$ cat config.mk
export PLATFORM = sky130hd
export DESIGN_NAME = tx_frontend
export DESIGN_NICKNAME = d
export VERILOG_FILES = /design/src/source/sample_pkg.sv /design/src/source/setting_pkg.sv /design/src/source/setting_reg.sv /design/src/source/add_clip_reg.sv /design/src/source/round_sd.sv /design/src/source/iq_balance.sv /design/src/source/tx_frontend.sv
export SDC_FILE = /design/constraint.sdc
export NUM_CORES = 2
export LEC_CHECK = 0
export ABC_CLOCK_PERIOD_IN_PS = 20700
export BUFFER_PORTS_ARGS = -buffer_cell sky130_fd_sc_hd__buf_2
export CAP_MARGIN = 40
export CORE_ASPECT_RATIO = 1.25
export CORE_MARGIN = 5
export CORE_UTILIZATION = 28
export DETAILED_ROUTE_END_ITERATION = 7
export MAX_ROUTING_LAYER = met4
export PLACE_DENSITY_LB_ADDON = 0.1
export SLEW_MARGIN = 20
export SYNTH_ARGS = -nofsm -noshare
export SYNTH_HDL_FRONTEND = slang
export SYNTH_SLANG_ARGS = --single-unit
$ cat constraint.sdc
create_clock -name clk -period 20.7 [get_ports clk]
set_input_delay 3.105 -clock clk [delete_from_list [all_inputs] [get_ports clk]]
set_output_delay 3.105 -clock clk [all_outputs]
set_load 0.02 [all_outputs]
$ cat src/source/sample_pkg.sv
`default_nettype none

package sample_pkg;

   // Internal sample and DAC widths
   localparam int SAMPLE_W = 24;
   localparam int DAC_W    = 16;

   // Bits dropped by the rounder
   localparam int FRAC_W = SAMPLE_W - DAC_W;

   // 18x18 multiplier operands
   localparam int CORR_W = 18;
   localparam int PROD_W = 2 * CORR_W;

   typedef logic signed [SAMPLE_W-1:0] sample_t;

   typedef logic signed [DAC_W-1:0] dac_t;

   // One complex sample, I in the upper half
   typedef struct packed {
      sample_t i;
      sample_t q;
   } iq_t;

endpackage

`default_nettype wire

$ cat src/source/setting_pkg.sv
`default_nettype none

package setting_pkg;

   localparam int SET_ADDR_W = 8;
   localparam int SET_DATA_W = 32;

   // Write strobe with address and data, no acknowledge
   typedef struct packed {
      logic                  stb;
      logic [SET_ADDR_W-1:0] addr;
      logic [SET_DATA_W-1:0] data;
   } set_bus_t;

   // Register offsets from BASE
   localparam int OFS_DCO_I = 0;
   localparam int OFS_DCO_Q = 1;
   localparam int OFS_MAG   = 2;
   localparam int OFS_PHASE = 3;
   localparam int OFS_MUX   = 4;

   typedef logic signed [sample_pkg::CORR_W-1:0] corr_t;

   typedef struct packed {
      logic [3:0] dac_b_sel;
      logic [3:0] dac_a_sel;
   } mux_ctrl_t;

   // Any other code routes zero
   localparam logic [3:0] SEL_I = 4'd0;
   localparam logic [3:0] SEL_Q = 4'd1;

endpackage

`default_nettype wire

$ cat src/source/setting_reg.sv
`default_nettype none

module setting_reg #(
   parameter type          payload_t = logic [31:0],
   parameter logic [7:0]   MY_ADDR   = 8'd0
) (
   input  wire                    clk,
   input  wire                    i_rst,
   input  wire setting_pkg::set_bus_t i_set,
   output payload_t               o_value
);

   logic hit;

   assign hit = i_set.stb && (i_set.addr == MY_ADDR);

   // Payload takes the low bits of the data word
   always_ff @(posedge clk) begin
      if (i_rst) begin
         o_value <= '0;
      end else if (hit) begin
         o_value <= payload_t'(i_set.data[$bits(payload_t)-1:0]);
      end
   end

endmodule

`default_nettype wire

$ cat src/source/add_clip_reg.sv
`default_nettype none

module add_clip_reg (
   input  wire                 clk,
   input  wire                 i_rst,
   input  wire sample_pkg::sample_t i_a,
   input  wire sample_pkg::sample_t i_b,
   output sample_pkg::sample_t o_sum
);

   import sample_pkg::*;

   logic [SAMPLE_W:0] sum_full;  // One guard bit
   logic              ovf;
   sample_t           sum_sat;

   assign sum_full = {i_a[SAMPLE_W-1], i_a} + {i_b[SAMPLE_W-1], i_b};

   // Guard and sign bit disagree on overflow
   assign ovf = sum_full[SAMPLE_W] ^ sum_full[SAMPLE_W-1];

   always_comb begin
      if (!ovf) begin
         sum_sat = sample_t'(sum_full[SAMPLE_W-1:0]);
      end else if (sum_full[SAMPLE_W]) begin
         sum_sat = sample_t'({1'b1, {(SAMPLE_W-1){1'b0}}});  // Most negative
      end else begin
         sum_sat = sample_t'({1'b0, {(SAMPLE_W-1){1'b1}}});  // Most positive
      end
   end

   always_ff @(posedge clk) begin
      if (i_rst) begin
         o_sum <= '0;
      end else begin
         o_sum <= sum_sat;
      end
   end

endmodule

`default_nettype wire

$ cat src/source/round_sd.sv
`default_nettype none

module round_sd (
   input  wire                 clk,
   input  wire                 i_rst,
   input  wire sample_pkg::sample_t i_in,
   output sample_pkg::dac_t    o_out
);

   import sample_pkg::*;

   logic [FRAC_W-1:0] err;       // Fraction carried from last cycle
   logic [SAMPLE_W:0] sum_full;
   logic [DAC_W:0]    sum_hi;
   dac_t              out_sat;

   // Error is unsigned, so it only ever pushes upward
   assign sum_full = {i_in[SAMPLE_W-1], i_in} + {{(SAMPLE_W+1-FRAC_W){1'b0}}, err};

   assign sum_hi = sum_full[SAMPLE_W:FRAC_W];

   always_comb begin
      if (sum_hi[DAC_W] == sum_hi[DAC_W-1]) begin
         out_sat = dac_t'(sum_hi[DAC_W-1:0]);
      end else if (sum_hi[DAC_W]) begin
         out_sat = dac_t'({1'b1, {(DAC_W-1){1'b0}}});
      end else begin
         out_sat = dac_t'({1'b0, {(DAC_W-1){1'b1}}});  // Clip to max
      end
   end

   always_ff @(posedge clk) begin
      if (i_rst) begin
         o_out <= '0;
         err   <= '0;
      end else begin
         o_out <= out_sat;
         err   <= sum_full[FRAC_W-1:0];
      end
   end

endmodule

`default_nettype wire

$ cat src/source/iq_balance.sv
`default_nettype none

module iq_balance (
   input  wire                  clk,
   input  wire                  i_rst,
   input  wire sample_pkg::iq_t i_tx,
   input  wire setting_pkg::corr_t i_mag,
   input  wire setting_pkg::corr_t i_phase,
   output sample_pkg::iq_t      o_bal
);

   import sample_pkg::*;

   iq_t                      tx_d;    // Aligned with the products
   logic signed [PROD_W-1:0] prod_mag;
   logic signed [PROD_W-1:0] prod_phase;
   logic signed [CORR_W-1:0] i_top;
   sample_t                  corr_i;
   sample_t                  corr_q;
   sample_t                  bal_i;
   sample_t                  bal_q;

   // Top 18 bits of I feed both multipliers
   assign i_top = $signed(i_tx.i[SAMPLE_W-1 -: CORR_W]);

   always_ff @(posedge clk) begin
      if (i_rst) begin
         prod_mag   <= '0;
         prod_phase <= '0;
         tx_d       <= '0;
      end else begin
         prod_mag   <= i_top * i_mag;
         prod_phase <= i_top * i_phase;
         tx_d       <= i_tx;
      end
   end

   // Bits 35:16 sign-extended to sample width
   assign corr_i = sample_t'(prod_mag >>> 16);
   assign corr_q = sample_t'(prod_phase >>> 16);

   add_clip_reg u_add_i (
      .clk   (clk),
      .i_rst (i_rst),
      .i_a   (tx_d.i),
      .i_b   (corr_i),
      .o_sum (bal_i)
   );

   // Phase term leaks I into Q
   add_clip_reg u_add_q (
      .clk   (clk),
      .i_rst (i_rst),
      .i_a   (tx_d.q),
      .i_b   (corr_q),
      .o_sum (bal_q)
   );

   assign o_bal = '{i: bal_i, q: bal_q};

endmodule

`default_nettype wire

$ cat src/source/tx_frontend.sv
`default_nettype none

module tx_frontend #(
   parameter int unsigned BASE = 0
) (
   input  wire                      clk,
   input  wire                      i_rst,
   input  wire setting_pkg::set_bus_t i_set,
   input  wire sample_pkg::iq_t     i_tx,
   output sample_pkg::dac_t         o_dac_a,
   output sample_pkg::dac_t         o_dac_b
);

   import sample_pkg::*;
   import setting_pkg::*;

   sample_t   dco_i;
   sample_t   dco_q;
   corr_t     mag_corr;
   corr_t     phase_corr;
   mux_ctrl_t mux_ctrl;
   iq_t       bal;
   sample_t   ofs_i;
   sample_t   ofs_q;
   dac_t      rnd_i;
   dac_t      rnd_q;

   // Balance, then DC offset, then rounding, then routing

   setting_reg #(.payload_t(sample_t), .MY_ADDR(8'(BASE + OFS_DCO_I))) u_sr_dco_i (
      .clk     (clk),
      .i_rst   (i_rst),
      .i_set   (i_set),
      .o_value (dco_i)
   );

   setting_reg #(.payload_t(sample_t), .MY_ADDR(8'(BASE + OFS_DCO_Q))) u_sr_dco_q (
      .clk     (clk),
      .i_rst   (i_rst),
      .i_set   (i_set),
      .o_value (dco_q)
   );

   setting_reg #(.payload_t(corr_t), .MY_ADDR(8'(BASE + OFS_MAG))) u_sr_mag (
      .clk     (clk),
      .i_rst   (i_rst),
      .i_set   (i_set),
      .o_value (mag_corr)
   );

   setting_reg #(.payload_t(corr_t), .MY_ADDR(8'(BASE + OFS_PHASE))) u_sr_phase (
      .clk     (clk),
      .i_rst   (i_rst),
      .i_set   (i_set),
      .o_value (phase_corr)
   );

   // Zero after reset routes I to both outputs
   setting_reg #(.payload_t(mux_ctrl_t), .MY_ADDR(8'(BASE + OFS_MUX))) u_sr_mux (
      .clk     (clk),
      .i_rst   (i_rst),
      .i_set   (i_set),
      .o_value (mux_ctrl)
   );

   iq_balance u_iq_balance (
      .clk     (clk),
      .i_rst   (i_rst),
      .i_tx    (i_tx),
      .i_mag   (mag_corr),
      .i_phase (phase_corr),
      .o_bal   (bal)
   );

   add_clip_reg u_dco_i (
      .clk   (clk),
      .i_rst (i_rst),
      .i_a   (bal.i),
      .i_b   (dco_i),
      .o_sum (ofs_i)
   );

   add_clip_reg u_dco_q (
      .clk   (clk),
      .i_rst (i_rst),
      .i_a   (bal.q),
      .i_b   (dco_q),
      .o_sum (ofs_q)
   );

   round_sd u_round_i (
      .clk   (clk),
      .i_rst (i_rst),
      .i_in  (ofs_i),
      .o_out (rnd_i)
   );

   round_sd u_round_q (
      .clk   (clk),
      .i_rst (i_rst),
      .i_in  (ofs_q),
      .o_out (rnd_q)
   );

   always_ff @(posedge clk) begin
      if (i_rst) begin
         o_dac_a <= '0;
         o_dac_b <= '0;
      end else begin
         case (mux_ctrl.dac_a_sel)
            SEL_I:   o_dac_a <= rnd_i;
            SEL_Q:   o_dac_a <= rnd_q;
            default: o_dac_a <= '0;
         endcase
         case (mux_ctrl.dac_b_sel)
            SEL_I:   o_dac_b <= rnd_i;
            SEL_Q:   o_dac_b <= rnd_q;
            default: o_dac_b <= '0;  // Unassigned codes mute
         endcase
      end
   end

endmodule

`default_nettype wire

==> reports/results.txt <==
The flow ran to the end, and the final reports show no timing, DRC or antenna violations. For the combined global-route utilization of all metal layers, the log shows 0.168. The via density per instance is 4.52. The floorplan has 153 rows. For the reg2reg setup slack, the log shows 13.34 ns. Hold repair after CTS inserted 0 buffers. The count of pins over their slew limit came out at 0. The synthesized design contains 356 register bits. The worst hold path was traced through 2 stages.

The post-route clock period utilization was 0.467. The chip width is 345 µm, and the number of enable flip-flop cells after synthesis is 0. The routability congestion estimate from global placement was 0.785; the final routed wire length divided by cell count was 19.2 µm. In this run the mean area of a mapped cell was 9.03 µm². The path type of the worst min-delay path was register to register. Once detail routing completed, the nets flagged for antenna violations numbered 0. The signed area change from the synthesized netlist to the final layout is 10.9%, and the overall via count from detail_route is 28400. After technology mapping, the gate count stands at 4363. The logs give 356 for the CTS sink count and 0.148 mm² for the full die area. For the pin with the worst max-slew slack, the measured transition is 0.833 ns. VDD sags by at most 0.0000578 V. Walking the worst path, the cells encountered are buf_2, buf_4, nand2_1, fa_1, inv_1, fa_1, fa_1, fa_1, fa_1, inv_1, fa_1, inv_1, ha_1, a21o_1, a21o_1, a21o_1, a221o_1, a21o_1, or3_1, o22ai_1, xnor2_1, nor2_1. Counting cells, the worst reg-to-reg path comes to 22.

The die is 429 µm tall. By area the synthesized netlist is led by fa_1 34%, dfxtp_1 18%, ha_1 9.2%, inv_1 7.5%, and2_1 5.2%. Sequential cell area fraction in the yosys report: 0.181. Synthesis instantiated 79 different standard cells from the library. Dominant cell type by count on the critical path: fa_1. The maximum number of buffers from clock root to sink came out at 3. The maximum cell stage delay along the critical path came out at 0.95 ns.

The cell area that synthesis handed to floorplanning was 0.0394 mm². For the final worst clock skew, the log shows 0.0256 ns. The top fanout value on the critical path came out at 37.

The hold path startpoint is u_sr_dco_i.o_value[5]. The tools report the first-pass iteration count of the detailed router as 5. The final hold violation count was 0. The critical path is of the primary input to register type. The tools report the end point of the worst hold path as u_sr_dco_i.o_value[5].

Based on the critical path, the design can be clocked at up to 0.103 GHz. In this run the tool buffered the top-level ports with 114 buffer cells. The tools report the clock root buffer as clkbuf_16. Among cell families on the critical path, the largest total delay comes from adder cells. In this run the critical register-to-register path is captured at u_iq_balance.prod_phase[29].

At the worst endpoint, the arrival time is 10.09 ns. STA puts the critical path data required time at 21.12 ns. The worst setup path is captured at a register. The analysis attributes to cell leakage a power of 21.1 nW. STA classifies the critical path startpoint as a primary input.

Setup repair after global routing left no endpoint under its margin. The most frequent standard cell in the layout excluding fill and tap cells was inv_1. The area share of the largest cell type after synthesis was 0.337; the latest clock arrival within the worst-skew pair was 0.59 ns. The first global-routing pass estimated 188 mm of wire. The clock period could shrink to 9.67 ns. Library cell occupying the most area in the post-synthesis netlist: fa_1.

The logs give 0 for the residual overflow from global routing and 0.282 for the initial standard-cell utilization of the core. The async set or reset register ratio after synthesis works out to 0. For the number of antenna violations at the first check in global routing, the log shows 10. The floorplan step defined a core boundary enclosing 0.140 mm².

TritonCTS built the clock tree. The run gives 121 mm as the final wirelength. The run gives 0.444 as the worst slew margin relative to its limit. Among all flip-flop cells after synthesis, the most frequent one is dfxtp_1.

For the number of max-capacitance violations reported, the log shows 0. The number of nets in the finished design is 5436. With fillers left out, the area of the finished cells amounts to 0.0437 mm². The startpoint identified for the worst register-to-register timing path is u_sr_phase.o_value[0]. The clock slew seen by the registers of the worst setup and hold paths was 0.06 ns. The synthesis warning total was 0; the share of cells above drive strength 1 was 0.0656. The total power divided by cell area was 36.7 mW/mm²; the number of endpoints failing setup at the final stage was 0. In this run, the number of DRC markers left after iteration 0 of detailed routing was 1131. The logs give 37 for the number of buffers inserted during clock tree synthesis and 71 for the maximum number of pins on one net before global-route repair. The critical path's slowest cell is fa_1. Once placement finished, the instance area stood at 0.0423 mm². In this run the post-CTS setup repair buffer count came out at 0. The number of buffers and inverters on the critical path was 5; the sum of net half-perimeters after detailed placement was 93.8 mm. The number of gates resized after CTS was 0. The via count of the first global-routing pass is 31000.

The number of nets in the synthesized netlist is 5404. I/O pin count: 123. The clock tree synthesis step divided the H-tree into 2 levels. The top cell types in the final layout, fill and taps aside, are 784 x inv_1, 662 x fa_1, 538 x nand2_1, 356 x dfxtp_1, 329 x and2_1.

For the number of remaining DRC errors, the log shows 0. In the final timing run, aggregate negative setup slack is 0 ns.
-- cell type report --
cell class,count,area [µm²]
Sequential cell,356,7130
Multi-Input combinational cell,3029,28600
Antenna cell,9,22.5
Timing Repair Buffer,187,1340
Tap cell,1860,2330
Inverter,784,2940
Clock buffer,54,1100
Clock inverter,13,200
Fill cell,14700,95900
-- power by group --
group	leakage, nW	internal, mW	total, mW	switching [mW]
Sequential	2.90	0.707	0.720	0.0124
Clock	0.640	0.434	0.737	0.303
Combinational	17.5	0.0456	0.147	0.102
-- metrics by stage --
| stage | total power, mW | cells | utilization | setup WS (ns) | hold WS, ns |
|---|---|---|---|---|---|
| after floorplan | 0.816 | 4363 | - | 11.32 | 0.441 |
| after global placement | 0.885 | 6185 | 0.300 | 10.27 | 0.450 |
| after detailed placement | 0.886 | 6208 | 0.303 | 10.31 | 0.453 |
| after CTS | 1.64 | 6275 | 0.312 | 10.94 | 0.467 |
| after global routing | 1.67 | 6288 | 0.313 | 10.57 | 0.481 |
| final | 1.60 | 6292 | 0.313 | 11.03 | 0.463 |
-- state kept, by name (all words and copies together) (netlist names), 18 cells and up --
name,cells
u_sr_phase.o_value,18
u_iq_balance.prod_mag,20
u_sr_mag.o_value,18
u_dco_q.o_sum,24
u_iq_balance.u_add_i.o_sum,24
u_iq_balance.prod_phase,20
u_iq_balance.u_add_q.o_sum,24
u_sr_dco_q.o_value,24
u_dco_i.o_sum,24
u_iq_balance.tx_d,48
u_sr_dco_i.o_value,24
-- worst max-delay path by stage --
stage	start	to	slack, ns	cells after the start
CTS	i_tx[47]	u_iq_balance.prod_mag[35]	10.94	26
global route	i_tx[47]	u_iq_balance.prod_mag[35]	10.57	26
finish	i_tx[47]	u_iq_balance.prod_phase[35]	11.03	22
floorplan	i_tx[47]	u_iq_balance.prod_phase[35]	11.32	22
global placement	i_tx[47]	u_iq_balance.prod_mag[35]	10.27	26
detailed placement	i_tx[47]	u_iq_balance.prod_mag[35]	10.31	26
-- per-layer routing --
layer | share of wire | up-vias | wire length, µm | global-route usage
li1 | - | 13600 | - | -
met1 | 0.44 | 14300 | 52700 | 0.207
met2 | 0.51 | 389 | 61700 | 0.299
met3 | 0.026 | 125 | 3170 | 0.0137
met4 | 0.028 | 0 | 3350 | 0.0447
met5 | 0 | - | 0 | -
-- cell usage after synthesis (all sizes together) (9+ instances only) --
| cell type | n |
|---|---|
| inv | 784 |
| fa | 662 |
| nand2 | 538 |
| dfxtp | 356 |
| and2 | 329 |
| ha | 288 |
| a21oi | 205 |
| nor2 | 180 |
| clkbuf | 178 |
| o21ai | 152 |
| xnor2 | 75 |
| xor2 | 67 |
| nor2b | 64 |
| a21o | 60 |
| nor3 | 43 |
| o21a | 38 |
| a22oi | 33 |
| o31ai | 26 |
| nand3 | 25 |
| and3 | 24 |
| nand2b | 24 |
| a31oi | 16 |
| buf | 16 |
| a211oi | 15 |
| or3 | 13 |
| mux2i | 12 |
| o21bai | 12 |
| a21boi | 11 |
| nand4 | 11 |
| or2 | 9 |
-- worst register-to-register path: stages, from the launching register on --
cell and delay, ns:
dfxtp_1 0.86, nand2_1 0.20, inv_1 0.18, fa_1 0.44
inv_1 0.21, fa_1 0.45, inv_1 0.15, ha_1 0.37
inv_1 0.29, fa_1 0.55, inv_1 0.05, fa_1 0.53
inv_1 0.06, fa_1 0.51, inv_1 0.05, ha_1 0.33
and3_1 0.19, a221o_1 0.33, a21oi_1 0.34, nand2_1 0.30
a221oi_1 0.38, xor2_1 0.38, nor2_1 0.07
-- cells by family after synthesis --
family,Yosys count,share of synthesized area
AOI/OAI and AO/OA,636,0.104
xor gates and xnor gates,142,0.0316
adders and majority gates,950,0.428
buffers and inverters,978,0.0941
DFF,356,0.181
muxes,12,0.00305
and+or+nand+nor,1289,0.158
No activity file was read; power rests on OpenSTA's default activity.
